===== src/design/exu_pkg.sv =====
////////////////////
// shared widths, op encoding and stage payloads for the integer execute slice
// used by the RTL and the testbench through scoped names
////////////////////

package exu_pkg;

    // datapath and register file widths
    localparam int unsigned xlen       = 32;
    localparam int unsigned reg_addr_w = 5;
    // default only, the top level sets the real value
    localparam int unsigned commit_id_w = 3;

    // one-hot bit positions
    localparam int unsigned op_add_idx   = 0;
    localparam int unsigned op_sub_idx   = 1;
    localparam int unsigned op_sll_idx   = 2;
    localparam int unsigned op_slt_idx   = 3;
    localparam int unsigned op_sltu_idx  = 4;
    localparam int unsigned op_xor_idx   = 5;
    localparam int unsigned op_srl_idx   = 6;
    localparam int unsigned op_sra_idx   = 7;
    localparam int unsigned op_or_idx    = 8;
    localparam int unsigned op_and_idx   = 9;
    localparam int unsigned op_lui_idx   = 10;
    localparam int unsigned op_auipc_idx = 11;
    localparam int unsigned op_jump_idx  = 12;
    localparam int unsigned alu_op_w     = 13;

    // one bit per alu function
    typedef enum logic [alu_op_w-1:0] {
        alu_add   = 13'(1) << op_add_idx,
        alu_sub   = 13'(1) << op_sub_idx,
        alu_sll   = 13'(1) << op_sll_idx,
        alu_slt   = 13'(1) << op_slt_idx,
        alu_sltu  = 13'(1) << op_sltu_idx,
        alu_xor   = 13'(1) << op_xor_idx,
        alu_srl   = 13'(1) << op_srl_idx,
        alu_sra   = 13'(1) << op_sra_idx,
        alu_or    = 13'(1) << op_or_idx,
        alu_and   = 13'(1) << op_and_idx,
        alu_lui   = 13'(1) << op_lui_idx,
        alu_auipc = 13'(1) << op_auipc_idx,
        alu_jump  = 13'(1) << op_jump_idx
    } alu_op_e;

    // dispatched request, also the issue stage contents
    typedef struct packed {
        logic                   valid;
        logic [xlen-1:0]        op1;
        logic [xlen-1:0]        op2;
        alu_op_e                op;
        logic [reg_addr_w-1:0]  rd;
        logic                   reg_we;
        logic [commit_id_w-1:0] commit_id;
    } issue_t;

    // writeback payload, also the result stage contents
    typedef struct packed {
        logic                   valid;
        logic [xlen-1:0]        result;
        logic [reg_addr_w-1:0]  rd;
        logic [commit_id_w-1:0] commit_id;
    } wb_t;

endpackage


===== src/design/exu_alu_adder.sv =====
////////////////////
// adder datapath of one alu lane
// add, sub, slt, sltu, auipc and jump link share a single carry chain
////////////////////
`timescale 1ns/100ps

module exu_alu_adder (
    input  logic [exu_pkg::xlen-1:0] op1_i,
    input  logic [exu_pkg::xlen-1:0] op2_i,
    input  exu_pkg::alu_op_e         op_i,
    output logic [exu_pkg::xlen-1:0] result_o
);

    localparam int unsigned w = exu_pkg::xlen;

    logic         do_sub;
    logic [w-1:0] op2_eff;
    logic [w:0]   sum_ext;
    logic [w-1:0] sum;
    logic         overflow;
    logic         lt_signed;
    logic         lt_unsigned;

    // compares are a subtraction too
    assign do_sub = op_i[exu_pkg::op_sub_idx]
                  | op_i[exu_pkg::op_slt_idx]
                  | op_i[exu_pkg::op_sltu_idx];

    // invert and add one for the difference
    assign op2_eff = do_sub ? ~op2_i : op2_i;
    assign sum_ext = {1'b0, op1_i} + {1'b0, op2_eff} + {{w{1'b0}}, do_sub};
    assign sum     = sum_ext[w-1:0];

    // operands differ in sign and the sign of the result flips
    assign overflow  = (op1_i[w-1] != op2_i[w-1]) && (sum[w-1] != op1_i[w-1]);
    assign lt_signed = sum[w-1] ^ overflow;
    // no carry out means a borrow
    assign lt_unsigned = ~sum_ext[w];

    // auipc and jump get pc and imm or four from dispatch, plain sum
    always_comb begin
        if (op_i[exu_pkg::op_slt_idx]) begin
            result_o = {{(w-1){1'b0}}, lt_signed};
        end else if (op_i[exu_pkg::op_sltu_idx]) begin
            result_o = {{(w-1){1'b0}}, lt_unsigned};
        end else begin
            result_o = sum;
        end
    end

endmodule


===== src/design/exu_alu_shifter.sv =====
////////////////////
// shift and logic datapath of one alu lane
// one right shifter, sll runs through it bit-reversed
////////////////////
`timescale 1ns/100ps

module exu_alu_shifter (
    input  logic [exu_pkg::xlen-1:0] op1_i,
    input  logic [exu_pkg::xlen-1:0] op2_i,
    input  exu_pkg::alu_op_e         op_i,
    output logic [exu_pkg::xlen-1:0] result_o
);

    localparam int unsigned w     = exu_pkg::xlen;
    localparam int unsigned amt_w = $clog2(w);

    logic [amt_w-1:0] shamt;
    logic             is_sll;
    logic             fill;
    logic [w-1:0]     shift_in;
    logic [w-1:0]     shift_out;
    logic [w:0]       shift_ext;
    logic [w-1:0]     shift_res;

    assign shamt  = op2_i[amt_w-1:0];
    assign is_sll = op_i[exu_pkg::op_sll_idx];
    // sign fill only for sra
    assign fill   = op_i[exu_pkg::op_sra_idx] & op1_i[w-1];

    // left shift is a right shift of the mirrored word
    always_comb begin
        for (int i = 0; i < w; i++) begin
            shift_in[i] = is_sll ? op1_i[w-1-i] : op1_i[i];
        end
    end

    // extra top bit carries the fill value
    assign shift_ext = $signed({fill, shift_in}) >>> shamt;
    assign shift_out = shift_ext[w-1:0];

    // mirror back for sll
    always_comb begin
        for (int i = 0; i < w; i++) begin
            shift_res[i] = is_sll ? shift_out[w-1-i] : shift_out[i];
        end
    end

    // and-or select, op is one-hot
    assign result_o = ({w{op_i[exu_pkg::op_xor_idx]}} & (op1_i ^ op2_i))
                    | ({w{op_i[exu_pkg::op_or_idx]}}  & (op1_i | op2_i))
                    | ({w{op_i[exu_pkg::op_and_idx]}} & (op1_i & op2_i))
                    | ({w{is_sll | op_i[exu_pkg::op_srl_idx]
                           | op_i[exu_pkg::op_sra_idx]}} & shift_res);

endmodule


===== src/design/exu_pipe_reg.sv =====
////////////////////
// pipeline register for one stage payload
// load captures, kill empties the stage
////////////////////
`timescale 1ns/100ps

module exu_pipe_reg #(
    parameter type payload_t = logic
) (
    input  logic     clk,
    input  logic     rst_n_i,
    input  logic     load_i,
    input  logic     kill_i,
    input  payload_t d_i,
    output payload_t q_o
);

    payload_t q;

    // kill wins over load, clears the valid field with the rest
    always_ff @(posedge clk) begin
        if (!rst_n_i || kill_i) begin
            q <= '0;
        end else if (load_i) begin
            q <= d_i;
        end
    end

    assign q_o = q;

endmodule


===== src/design/exu_alu_ctrl.sv =====
////////////////////
// lane control for the two stage alu pipe
// decides acceptance, stage loads, kill and the stall flag back to dispatch
////////////////////
`timescale 1ns/100ps

module exu_alu_ctrl #(
    parameter int unsigned commit_id_w = exu_pkg::commit_id_w
) (
    input  logic clk,
    input  logic rst_n_i,
    input  logic issue_valid_i,
    input  logic stall_i,
    input  logic flush_i,
    input  logic int_assert_i,
    input  logic iss_valid_i,
    input  logic wb_valid_i,
    input  logic wb_ready_i,
    output logic accept_o,
    output logic iss_load_o,
    output logic wb_load_o,
    output logic kill_o,
    output logic alu_stall_o
);

    // two ops in flight need two distinct commit ids
    localparam int unsigned max_in_flight = 2;

    if ((64'd1 << commit_id_w) < max_in_flight) begin : g_cid_check
        $error("commit id too narrow for two ops in flight");
    end

    logic res_free;
    logic iss_full_q;

    // result stage empty or handing off this edge
    assign res_free = !wb_valid_i || wb_ready_i;

    // freeze stops both stages
    assign wb_load_o  = res_free && !stall_i;
    assign iss_load_o = !stall_i && (!iss_valid_i || res_free);

    // int_assert only drops this cycle's request
    assign accept_o = issue_valid_i && iss_load_o && !flush_i && !int_assert_i;

    assign kill_o = flush_i;

    // occupancy of the issue stage, tracked here for the stall flag
    always_ff @(posedge clk) begin
        if (!rst_n_i || flush_i) begin
            iss_full_q <= 1'b0;
        end else if (iss_load_o) begin
            iss_full_q <= accept_o;
        end
    end

    // full issue stage behind a blocked result stage
    // stall_i is left out, dispatch sees it directly
    assign alu_stall_o = iss_full_q && !res_free;

endmodule


===== src/design/exu_alu.sv =====
////////////////////
// one alu lane, issue stage then result stage
// writeback leaves in acceptance order, two ops in flight at most
////////////////////
`timescale 1ns/100ps

module exu_alu #(
    parameter int unsigned commit_id_w = exu_pkg::commit_id_w
) (
    input  logic            clk,
    input  logic            rst_n_i,
    input  exu_pkg::issue_t issue_i,
    input  logic            stall_i,
    input  logic            flush_i,
    input  logic            int_assert_i,
    input  logic            wb_ready_i,
    output exu_pkg::wb_t    wb_o,
    output logic            alu_stall_o
);

    localparam int unsigned w = exu_pkg::xlen;

    // payload structs carry the package width
    if (commit_id_w != exu_pkg::commit_id_w) begin : g_cid_check
        $error("commit_id_w differs from the payload structs");
    end

    logic                   accept;
    logic                   iss_load;
    logic                   wb_load;
    logic                   kill;
    exu_pkg::issue_t        iss_d;
    exu_pkg::issue_t        iss_q;
    exu_pkg::wb_t           wb_d;
    exu_pkg::wb_t           wb_q;
    logic [w-1:0]           adder_res;
    logic [w-1:0]           shifter_res;
    logic                   sel_adder;
    logic                   sel_shifter;
    logic                   sel_lui;
    logic [w-1:0]           alu_res;
    logic [commit_id_w-1:0] iss_cid;

    exu_alu_ctrl #(
        .commit_id_w(commit_id_w)
    ) u_ctrl (
        .clk          (clk),
        .rst_n_i      (rst_n_i),
        .issue_valid_i(issue_i.valid),
        .stall_i      (stall_i),
        .flush_i      (flush_i),
        .int_assert_i (int_assert_i),
        .iss_valid_i  (iss_q.valid),
        .wb_valid_i   (wb_q.valid),
        .wb_ready_i   (wb_ready_i),
        .accept_o     (accept),
        .iss_load_o   (iss_load),
        .wb_load_o    (wb_load),
        .kill_o       (kill),
        .alu_stall_o  (alu_stall_o)
    );

    // a bubble enters when nothing is accepted
    always_comb begin
        iss_d       = issue_i;
        iss_d.valid = accept;
    end

    exu_pipe_reg #(
        .payload_t(exu_pkg::issue_t)
    ) u_iss_stage (
        .clk    (clk),
        .rst_n_i(rst_n_i),
        .load_i (iss_load),
        .kill_i (kill),
        .d_i    (iss_d),
        .q_o    (iss_q)
    );

    // datapaths work on the issue stage contents
    exu_alu_adder u_adder (
        .op1_i   (iss_q.op1),
        .op2_i   (iss_q.op2),
        .op_i    (iss_q.op),
        .result_o(adder_res)
    );

    exu_alu_shifter u_shifter (
        .op1_i   (iss_q.op1),
        .op2_i   (iss_q.op2),
        .op_i    (iss_q.op),
        .result_o(shifter_res)
    );

    assign sel_adder = iss_q.op[exu_pkg::op_add_idx] | iss_q.op[exu_pkg::op_sub_idx]
                     | iss_q.op[exu_pkg::op_slt_idx] | iss_q.op[exu_pkg::op_sltu_idx]
                     | iss_q.op[exu_pkg::op_auipc_idx] | iss_q.op[exu_pkg::op_jump_idx];
    assign sel_shifter = iss_q.op[exu_pkg::op_sll_idx] | iss_q.op[exu_pkg::op_srl_idx]
                       | iss_q.op[exu_pkg::op_sra_idx] | iss_q.op[exu_pkg::op_xor_idx]
                       | iss_q.op[exu_pkg::op_or_idx]  | iss_q.op[exu_pkg::op_and_idx];
    // lui: dispatch puts the shifted immediate in op2
    assign sel_lui = iss_q.op[exu_pkg::op_lui_idx];

    assign alu_res = ({w{sel_adder}}   & adder_res)
                   | ({w{sel_shifter}} & shifter_res)
                   | ({w{sel_lui}}     & iss_q.op2);

    assign iss_cid = iss_q.commit_id;

    // no writeback for reg_we low or x0
    always_comb begin
        wb_d.valid     = iss_q.valid && iss_q.reg_we && (iss_q.rd != '0);
        wb_d.result    = alu_res;
        wb_d.rd        = iss_q.rd;
        wb_d.commit_id = iss_cid;
    end

    // held while wb_ready is low
    exu_pipe_reg #(
        .payload_t(exu_pkg::wb_t)
    ) u_wb_stage (
        .clk    (clk),
        .rst_n_i(rst_n_i),
        .load_i (wb_load),
        .kill_i (kill),
        .d_i    (wb_d),
        .q_o    (wb_q)
    );

    assign wb_o = wb_q;

endmodule


===== src/design/exu_alu_dual.sv =====
////////////////////
// dual-issue execute slice, two independent alu lanes
// freeze, flush and interrupt kill come from the control unit to both
////////////////////
`timescale 1ns/100ps

module exu_alu_dual #(
    parameter int unsigned commit_id_w = exu_pkg::commit_id_w
) (
    input  logic            clk,
    input  logic            rst_n_i,
    input  logic            stall_i,
    input  logic            flush_i,
    input  logic            int_assert_i,
    // lane 0
    input  exu_pkg::issue_t issue_0_i,
    input  logic            wb_ready_0_i,
    output exu_pkg::wb_t    wb_0_o,
    output logic            alu_stall_0_o,
    // lane 1
    input  exu_pkg::issue_t issue_1_i,
    input  logic            wb_ready_1_i,
    output exu_pkg::wb_t    wb_1_o,
    output logic            alu_stall_1_o
);

    exu_alu #(
        .commit_id_w(commit_id_w)
    ) u_alu_0 (
        .clk         (clk),
        .rst_n_i     (rst_n_i),
        .issue_i     (issue_0_i),
        .stall_i     (stall_i),
        .flush_i     (flush_i),
        .int_assert_i(int_assert_i),
        .wb_ready_i  (wb_ready_0_i),
        .wb_o        (wb_0_o),
        .alu_stall_o (alu_stall_0_o)
    );

    exu_alu #(
        .commit_id_w(commit_id_w)
    ) u_alu_1 (
        .clk         (clk),
        .rst_n_i     (rst_n_i),
        .issue_i     (issue_1_i),
        .stall_i     (stall_i),
        .flush_i     (flush_i),
        .int_assert_i(int_assert_i),
        .wb_ready_i  (wb_ready_1_i),
        .wb_o        (wb_1_o),
        .alu_stall_o (alu_stall_1_o)
    );

endmodule


===== config.mk =====
export PLATFORM = sky130hd
export DESIGN_NAME = exu_alu_dual
export DESIGN_NICKNAME = d
export VERILOG_FILES = /design/src/design/exu_pkg.sv /design/src/design/exu_alu_adder.sv /design/src/design/exu_alu_shifter.sv /design/src/design/exu_pipe_reg.sv /design/src/design/exu_alu_ctrl.sv /design/src/design/exu_alu.sv /design/src/design/exu_alu_dual.sv
export SDC_FILE = /design/constraint.sdc
export NUM_CORES = 1
export LEC_CHECK = 0
export BUFFER_PORTS_ARGS = -buffer_cell sky130_fd_sc_hd__buf_2
export CAP_MARGIN = 30
export CORE_UTILIZATION = 49
export CTS_CLUSTER_DIAMETER = 200
export DETAILED_ROUTE_END_ITERATION = 12
export GPL_TIMING_DRIVEN = 1
export PLACE_DENSITY = 0.72
export SLEW_MARGIN = 20
export SYNTH_ARGS = -nofsm -noshare
export SYNTH_HDL_FRONTEND = slang
export SYNTH_SLANG_ARGS = --single-unit

===== constraint.sdc =====
create_clock -name clk -period 3.9 [get_ports clk]
set_clock_uncertainty 0.15 [all_clocks]
set_input_delay 0.195 -clock clk [delete_from_list [all_inputs] [get_ports clk]]
set_output_delay 0.195 -clock clk [all_outputs]
set_load 0.02 [all_outputs]

After elaboration in Yosys (flattened, before gate mapping)
Index checks and enable logic that the tools add are counted.

Flip-flop bits (word level): 256. Input bits: 181. Logic and storage cells: 263.

Add/sub/neg operators: 4. Eq/ne operators: 4. Shift operators: 2. Mux-type cells: 134. Bitwise gates (word level): 62. Reduce and logical (&&, ||, !) cells: 35.

Operators with widths (number): $and 32x32->32 (16); $or 32x32->32 (12); $mux 32 (6); $mux 1 (128); $add 32x32->33 (2); $add 33x1->33 (2); $sshr 33x5->32 (2); $not 32->32 (2); $xor 32x32->32 (2); $or 1x1->1 (24); $logic_and 1x1->1 (18); $logic_not 1->1 (10); $reduce_bool 5->1 (2); $logic_or 1x1->1 (5); $ne 1x1->1 (4); $and 1x1->1 (2); $not 1->1 (2); $xor 1x1->1 (2).

Logic depth before layout (Yosys ltp)
Gate-level depths: netlist (run 1).

Depth after elaboration: 12. Depth in mapped cells: 16.

By module
From an unflattened synthesis (run 1), not the netlist that was laid out.

Cells, all modules: 3049. Area total of the unflattened synthesis: 25729.7 sq um.

Modules (own cells, without submodules): exu_alu_shifter (instances 2, cells an instance 693, area each 5183.7 sq um, sequential area each 0.0 sq um); exu_pipe_reg (u_alu_0.u_iss_stage ...) (instances 2, cells an instance 282, area each 3113.0 sq um, sequential area each 1741.7 sq um); exu_pipe_reg (u_alu_0.u_wb_stage ...) (instances 2, cells an instance 134, area each 1540.2 sq um, sequential area each 820.8 sq um); exu_alu_adder (u_alu_0.u_adder) (instances 1, cells an instance 322, area each 2312.2 sq um, sequential area each 0.0 sq um); exu_alu_adder (u_alu_1.u_adder) (instances 1, cells an instance 327, area each 2277.2 sq um, sequential area each 0.0 sq um); exu_alu (instances 2, cells an instance 81, area each 623.1 sq um, sequential area each 0.0 sq um); exu_alu_ctrl (instances 2, cells an instance 10, area each 110.1 sq um, sequential area each 20.0 sq um).

Worst setup path before layout (run 1)
Ideal clock, no wire load.

Path kind: register -> register. Start point: register u_alu_0.u_iss_stage.q, in the netlist u_alu_0.u_iss_stage.q_o[12]. End point: register u_alu_0.u_wb_stage.q, in the netlist u_alu_0.u_wb_stage.q_o[8]. Data arrival time: 3.527 ns. Data required time: 3.658 ns. Slack: 0.131 ns. Stages on the path, launching flop included: 15. Path buffers: 2. Clock period less this slack: 3.769 ns. Cells stage by stage: dfxtp_1 > buf_2 > nor3_1 > clkbuf_1 > xnor2_1 > ha_1 > a21o_1 > a21o_1 > a21o_1 > a311oi_1 > o211ai_1 > a221o_1 > a31oi_1 > nor3_1 > o32ai_1.

Longest elaborated chain between the ends: 12. Elaborated cells between the ends (all ways): 18. Classes of those cells: 2 x add/sub; 1 x eq/ne; 3 x mux; 11 x bitwise; 1 x reduce/logical.

RTL lines: from (decl) (line exu_pipe_reg.sv:18) `payload_t q;`; from (signal assigned) (line exu_pipe_reg.sv:25) `q <= d_i;`; $or 1x1->1 (line exu_alu_adder.sv:26) `| op_i[exu_pkg::op_slt_idx]`; $or 1x1->1 (line exu_alu_adder.sv:27) `| op_i[exu_pkg::op_sltu_idx];`; $mux 32 (line exu_alu_adder.sv:30) `assign op2_eff = do_sub ? ~op2_i : op2_i;`; $add 32x32->33 (line exu_alu_adder.sv:31) `assign sum_ext = {1'b0, op1_i} + {1'b0, op2_eff} + {{w{1'b0}}, do_sub};`; $add 33x1->33 (line exu_alu_adder.sv:31); $ne 1x1->1 (line exu_alu_adder.sv:35) `assign overflow = (op1_i[w-1] != op2_i[w-1]) && (sum[w-1] != op1_i[w-1]);`; $logic_and 1x1->1 (line exu_alu_adder.sv:35); $xor 1x1->1 (line exu_alu_adder.sv:36) `assign lt_signed = sum[w-1] ^ overflow;`; $mux 32 (line exu_alu_adder.sv:42) `if (op_i[exu_pkg::op_slt_idx]) begin`; $and 32x32->32 (*) (line exu_alu.sv:104) `assign alu_res = ({w{sel_adder}} & adder_res)`; $or 32x32->32 (*) (line exu_alu.sv:105) `| ({w{sel_shifter}} & shifter_res)`; $or 32x32->32 (*) (line exu_alu.sv:106) `| ({w{sel_lui}} & iss_q.op2);`; to (signal assigned) (line exu_pipe_reg.sv:25); to (decl) (line exu_pipe_reg.sv:18).

Every way passes the cells marked *; elsewhere a longest branch is shown, timed or not. A chain may end at the register's enable or synchronous reset.

Worst setup path in the final report (run 1)
Start point: register u_alu_1.u_iss_stage.q, in the netlist u_alu_1.u_iss_stage.q_o[13]. End point: register u_alu_1.u_wb_stage.q, in the netlist u_alu_1.u_wb_stage.q_o[37].

Longest elaborated chain between the ends: 9. Elaborated cells between the ends (all ways): 12. Classes of those cells: 2 x add/sub; 3 x mux; 7 x bitwise.

RTL lines: from (decl) (line exu_pipe_reg.sv:18); from (signal assigned) (line exu_pipe_reg.sv:25); $or 1x1->1 (line exu_alu_adder.sv:27); $mux 32 (line exu_alu_adder.sv:30); $add 32x32->33 (line exu_alu_adder.sv:31); $add 33x1->33 (line exu_alu_adder.sv:31); $mux 32 (line exu_alu_adder.sv:44) `end else if (op_i[exu_pkg::op_sltu_idx]) begin`; $mux 32 (line exu_alu_adder.sv:42); $and 32x32->32 (*) (line exu_alu.sv:104); $or 32x32->32 (*) (line exu_alu.sv:105); $or 32x32->32 (*) (line exu_alu.sv:106); to (signal assigned) (line exu_pipe_reg.sv:25); to (decl) (line exu_pipe_reg.sv:18).

Marked as above.

==> impl_metrics.tcl, run 1 <==
set metrics [dict create \
    rsz0062_at_grt "true" \
    vdd_drop_max_mv 0.3951 \
    cpPeakStageDelay_ns 0.41 \
    ys_async_sr_fraction_pct 0 \
    pwr-share-comb_pct 25.2 \
    diodes 0 \
    synth-edff-count 0 \
    cp_top_family "compound AO/OA/AOI/OAI gates" \
    power_mw 7.848 \
    syn_to_final_growth_pct 22.89 \
    num_rows 78 \
    cts_tree "built" \
    path_cells "nor3_4 > buf_4 > xnor2_1 > ha_1 > nand2_1 > o31ai_4 > a21oi_2 > buf_4 > o21ai_2 > a21o_1 > a41oi_1 > o31ai_1 > buf_4 > mux2i_1 > o22ai_1" \
    slowest_stage "dfxtp_1" \
    synth.most_common_cell "nand2_1" \
    insertion_delay_ns 0.62 \
    regArea_sq_um 5139 \
    multi_input_area_sq_um 16040 \
    hpwl_um 66960 \
    drt-pass1-iter-count 8 \
    p_leak_nw 11.63 \
    clockBufferDepth 3 \
    critical_path_class "flip-flop to flip-flop" \
    routed_wl_um 91990 \
    fin_tns_setup_ns 0 \
    syn-num-nets 3261 \
    synth.ff_latch_count 256 \
    grt_max_degree 104 \
    period_share_pct 95.00 \
    pwr-share-clk_pct 38.3 \
    min_path_cells 5 \
    synth_area_leaders "dfxtp_1, ha_1, mux4_2, nand2_1, a21oi_1" \
    cp_max_fo 7 \
    synth.distinct_cells 89 \
    switching_share_pct 33.07 \
    grt_pass1_wl_um 139300 \
    clock.fmax_ghz 0.2699 \
    numCtsBuffers 30 \
    min_path_type "primary input to flip-flop" \
    slew_headroom_pct 37.52 \
    status "complete, no violations" \
    drc 0 \
    via_per_inst 6.261 \
    finish.utilization_pct 61.08 \
    cts_sinks 256 \
    place_area_sq_um 24620 \
    syn-cell-area_sq_um 22560 \
    power_switching_mw 2.596 \
    whs_ns 0.08923 \
    power_density_nw_per_um2 283.1 \
    fillers 3947 \
    grt_use_total_pct 38.13 \
    p_seq_share_pct 36.5 \
    htreeDepth 1 \
    syn_inst 2872 \
    port_buffers 264 \
    ys_seq_area_share_pct 22.72 \
    drive_above_1_share_pct 18.81 \
    end_kind "flip-flop" \
    max_slew.worst_pin.slew_ns 0.9373 \
    cp_common_cell "buf_4" \
    synth_area_per_cell_sq_um 7.854 \
    vias 24254 \
    ios 265 \
    root_buffer "clkbuf_16" \
    dieArea_sq_um 46900 \
    drt_iter0_markers 2653 \
    yosysWarnings 0 \
    yosys-top-cells-count "nand2_1, a21oi_1, dfxtp_1, ha_1, nor2_1" \
    cp.depth 15 \
    nNetsFinal 3641 \
    finalHoldViolations 0 \
    worstSetupStartpointType "flip-flop" \
    die_x_um 216.6 \
    critical_path_buf_inv_count 3 \
    design_area_sq_um 27720 \
    cts.clk_slew.worst_paths_ns 0.06 \
    synth_top_cell_by_area "dfxtp_1" \
    ys.flop_type "dfxtp_1" \
    ant_nets 0 \
    core_sq_um 45380 \
    setup-violations-final 0 \
    maxCapViolations 0 \
    synth_top_area_share_pct 22.72 \
    cp.required_ns 4.25 \
    grt_pass1_vias 23248 \
    place.gp.congestion 1.016 \
    antenna_found_initial 1 \
    p_int_mw 5.253 \
    grt_overflow 0 \
    reg2regPathDepth 15 \
    initial_utilization_pct 49.71 \
    avgRoutedWirePerCell_um 23.74 \
    drv_slew 0 \
    dieHeight_um 216.6 \
    arrival_ns 4.05 \
    fin_crit_ns 3.705 \
]
[flip-flops by register name, summed over array words and instances (netlist names)]
signal                     count
u_alu_0.u_wb_stage.q_o        41
u_alu_1.u_wb_stage.q_o        41
u_alu_1.u_iss_stage.q_o       87
u_alu_0.u_ctrl.iss_full_q      1
u_alu_0.u_iss_stage.q_o       86
[cell usage in the layout, fill, tap and decap left out, drive strengths merged, types with 11 or more instances in the layout]
cell type,synthesis,routed
a211oi,20,20
a21o,42,42
a21oi,322,322
a221oi,95,95
a31oi,16,16
and3,13,13
buf,67,379
clkbuf,155,42
dfxtp,256,256
dlygate4sd3,0,190
ha,206,206
inv,150,152
mux2,15,15
mux2i,63,63
mux4,105,105
nand2,579,579
nand3,25,25
nor2,165,165
nor2b,11,11
nor3,29,29
o211ai,55,55
o21ai,197,197
o31ai,12,12
xnor2,93,93
xor2,24,24
[metal layers]
| metal | wire length, um | up-vias | global-route usage (%) |
|---|---|---|---|
| met5 | 13 | - | 0 |
| met4 | 5644 | 2 | 19.04 |
| met3 | 7388 | 292 | 5.768 |
| met2 | 42440 | 1324 | 63.27 |
| met1 | 36500 | 11581 | 48.10 |
| li1 | - | 11055 | - |
[cells by family (layout without fill, tap and decap cells)]
group	Yosys count	count (layout)	synth area share, %
AND/OR/NAND/NOR	874	874	15.93
AO/OA/AOI/OAI	860	860	24.29
buffers and inverters	374	776	6.850
flip-flops	256	256	22.72
adder cells (fa/ha/maj)	208	208	11.60
multiplexers	183	183	14.03
XOR/XNOR	117	117	4.576
[tightest hold or removal path, cell delays in order]
cell	delay [ns]
buf_2	0.09
inv_1	0.12
a21oi_4	0.23
nand2_1	0.12
a21oi_1	0.05
[final timing paths]
check                                                  from                         end  slack (ns)
worst max register to register  u_alu_1.u_iss_stage.q_o[13]  u_alu_1.u_wb_stage.q_o[37]        0.20
worst min register to register    u_alu_1.u_wb_stage.q_o[6]   u_alu_1.u_wb_stage.q_o[6]        0.30
worst max-delay path            u_alu_1.u_iss_stage.q_o[13]  u_alu_1.u_wb_stage.q_o[37]        0.20
worst min-delay path                           wb_ready_0_i   u_alu_0.u_wb_stage.q_o[2]        0.09
[cell type report]
type	count	area share [%]
clock buffer	41	3.074
clock inverter	13	0.6635
inverter	152	2.058
multi-input combinational	2242	57.87
sequential	256	18.54
tap	600	2.708
timing repair buffer	570	15.08
[power groups by stage]
stage	Sequential, mW	Combinational, mW	Clock [mW]
after floorplan	2.87	1.14	0
after global placement	2.90	1.73	0
after detailed placement	2.91	1.76	0
after CTS	2.85	1.91	3.02
after global routing	2.86	2.12	3.12
final	2.86	1.98	3.01
[stage by stage]
step | setup slack [ns] | instances
after global placement | 0.08227 | 3623
final | 0.1950 | 3874
after detailed placement | 0.03686 | 3623
after CTS | 0.01208 | 3867
after floorplan | 0.1310 | 2872
after global routing | -0.04853 | 3874
[repair_timing]
item / CTS / global route
hold buffers: 190 / 0
setup endpoints to repair: 0 / 18
buffers inserted: 0 / 5
endpoints found under the hold margin: 179 / 0
gates resized for setup: 0 / 15
Power figures use the tool's default switching activity.
==> inputs of run 2 (changes only) <==
--- a/config.mk
+++ b/config.mk
@@ -11,7 +11,8 @@
 export CTS_CLUSTER_DIAMETER = 200
 export DETAILED_ROUTE_END_ITERATION = 12
 export GPL_TIMING_DRIVEN = 1
-export PLACE_DENSITY = 0.72
+export HOLD_SLACK_MARGIN = 0.05
+export PLACE_DENSITY_LB_ADDON = 0.12
 export SLEW_MARGIN = 20
 export SYNTH_ARGS = -nofsm -noshare
 export SYNTH_HDL_FRONTEND = slang
==> run 2 against run 1 <==
Critical path type unchanged. Worst hold slack improved by 0.0053 ns. Die area did not move. Combinational power about the same.
==> impl_metrics.tcl, run 2 (synthesized netlist as in run 1, its figures left out) <==
set metrics [dict create \
    largest_reg_flops 87 \
    root_buffer "clkbuf_16" \
    antenna_found_initial 1 \
    clock.fmax_ghz 0.2651 \
    final_cell_mix "nand2_1, a21oi_1, buf_2" \
    worstSetupStartpointType "flip-flop" \
    end_kind "flip-flop" \
    max_slew.worst_pin.slew_ns 1.041 \
    drt-pass1-iter-count 6 \
    drv_slew 0 \
    hpwl_um 66700 \
    arrival_ns 4.11 \
    avgRoutedWirePerCell_um 23.51 \
    port_buffers 264 \
    syn_to_final_growth_pct 23.19 \
    min_path_type "primary input to flip-flop" \
    grt_overflow 0 \
    fin_crit_ns 3.773 \
    cts.clk_slew.worst_paths_ns 0.06 \
    dieArea_sq_um 46900 \
    cts_tree "built" \
    dieHeight_um 216.6 \
    slew_headroom_pct 30.37 \
    finalHoldViolations 0 \
    power_switching_mw 2.560 \
    numCtsBuffers 30 \
    grt_use_total_pct 38.03 \
    place.gp.congestion 0.9964 \
    p_seq_share_pct 37.0 \
    ant_nets 0 \
    switching_share_pct 33.16 \
    vias 24057 \
    drt_iter0_markers 2269 \
    period_share_pct 96.73 \
    cp.required_ns 4.24 \
    setup_slack_ns 0.1274 \
    ios 265 \
    initial_utilization_pct 49.71 \
    power_mw 7.721 \
    grt_max_degree 111 \
    die_x_um 216.6 \
    routed_wl_um 91330 \
    finish.utilization_pct 61.24 \
    grt_pass1_wl_um 138600 \
    status "complete, no violations" \
    core_sq_um 45380 \
    p_int_mw 5.161 \
    drc 0 \
    via_per_inst 6.194 \
    num_rows 78 \
    drive_above_1_share_pct 18.61 \
    cp_max_fo 7 \
    setup-violations-final 0 \
    vdd_drop_max_mv 0.3565 \
    power_density_nw_per_um2 277.8 \
    instances_no_fill 3884 \
    critical_path_class "flip-flop to flip-flop" \
    p_leak_nw 11.66 \
    htreeDepth 1 \
    pwr-share-clk_pct 37.6 \
    insertion_delay_ns 0.61 \
    place_ws_ns 0.009353 \
    cts_sinks 256 \
    nNetsFinal 3649 \
    maxCapViolations 0 \
    grt_pass1_vias 23506 \
    dp.cells 3625 \
    final_common_cell "nand2_1" \
    diodes 0 \
    pwr-share-comb_pct 25.4 \
    clockBufferDepth 3 \
    fin_tns_setup_ns 0 \
]
## run 2: cell types whose count changed in the layout (fill, tap and decap cells not counted), sizes merged
cell | previous run | this run
buf | 379 | 377
bufinv | 3 | 1
clkbuf | 42 | 44
clkinv | 7 | 9
clkinvlp | 3 | 4
dlygate4sd3 | 190 | 200
inv | 152 | 151
## run 2: metal layers
layer	share of wire (%)	up-vias	global-route usage (%)	wire, um
li1	-	11069	-	-
met1	39	11616	45.95	35500
met2	48	1106	65.33	44190
met3	6.9	264	5.249	6275
met4	5.9	2	20.31	5344
met5	0.018	-	0	16
## run 2: worst paths after layout
kind | cells past startpoint | slack, ns | from | endpoint
setup / recovery | 15 | 0.13 | u_alu_1.u_iss_stage.q_o[12] | u_alu_1.u_wb_stage.q_o[38]
hold / removal | 5 | 0.09 | wb_ready_0_i | u_alu_0.u_wb_stage.q_o[0]
setup reg to reg | 15 | 0.13 | u_alu_1.u_iss_stage.q_o[12] | u_alu_1.u_wb_stage.q_o[38]
hold reg to reg | 2 | 0.30 | u_alu_0.u_iss_stage.q_o[0] | u_alu_0.u_wb_stage.q_o[0]
## run 2: cell type report
class | instances | area (sq um)
Clock buffer | 43 | 879.6
Clock inverter | 13 | 132.6
Fill cell | 4062 | 17590
Inverter | 152 | 570.5
Multi-Input combinational cell | 2242 | 16010
Sequential cell | 256 | 5137
Tap cell | 600 | 750.7
Timing Repair Buffer | 578 | 4304
## run 2: worst max-delay path, cell delays in order, from the launching register on
cell      delay (ns)
dfxtp_1         0.38
buf_4           0.19
nor4_4          0.06
or2_2           0.29
fa_1            0.44
nand3b_1        0.18
nand2_1         0.12
a31oi_2         0.20
o41ai_2         0.55
a41oi_1         0.19
buf_4           0.19
o31ai_2         0.20
buf_4           0.19
a31oi_1         0.13
nand4_1         0.12
o211ai_1        0.09
## run 2: timing repair
action	CTS	global route
setup buffers	0	2
cloned	0	1
pin swaps	0	5
endpoints found under the setup margin	1	12
resized for setup	1	11
endpoints found under the hold margin	197	0
hold buffers	200	0
## run 2: stage by stage
stage | area [sq um] | hold slack, ns
final | 27790 | 0.09448
after global routing | 27790 | 0.1213
after CTS | 27700 | 0.07642
after detailed placement | 24670 | 0.2890
after global placement | 24670 | 0.2847
after floorplan | 22560 | 0.1810
## run 2: power by group through the flow
stage | clock, mW | sequential, mW | combinational (mW)
2_1_floorplan | 0 | 2.87 | 1.14
3_3_place_gp | 0 | 2.90 | 1.74
3_5_place_dp | 0 | 2.90 | 1.75
4_1_cts | 2.93 | 2.84 | 1.91
5_1_grt | 3.03 | 2.86 | 2.12
6_report | 2.91 | 2.85 | 1.96
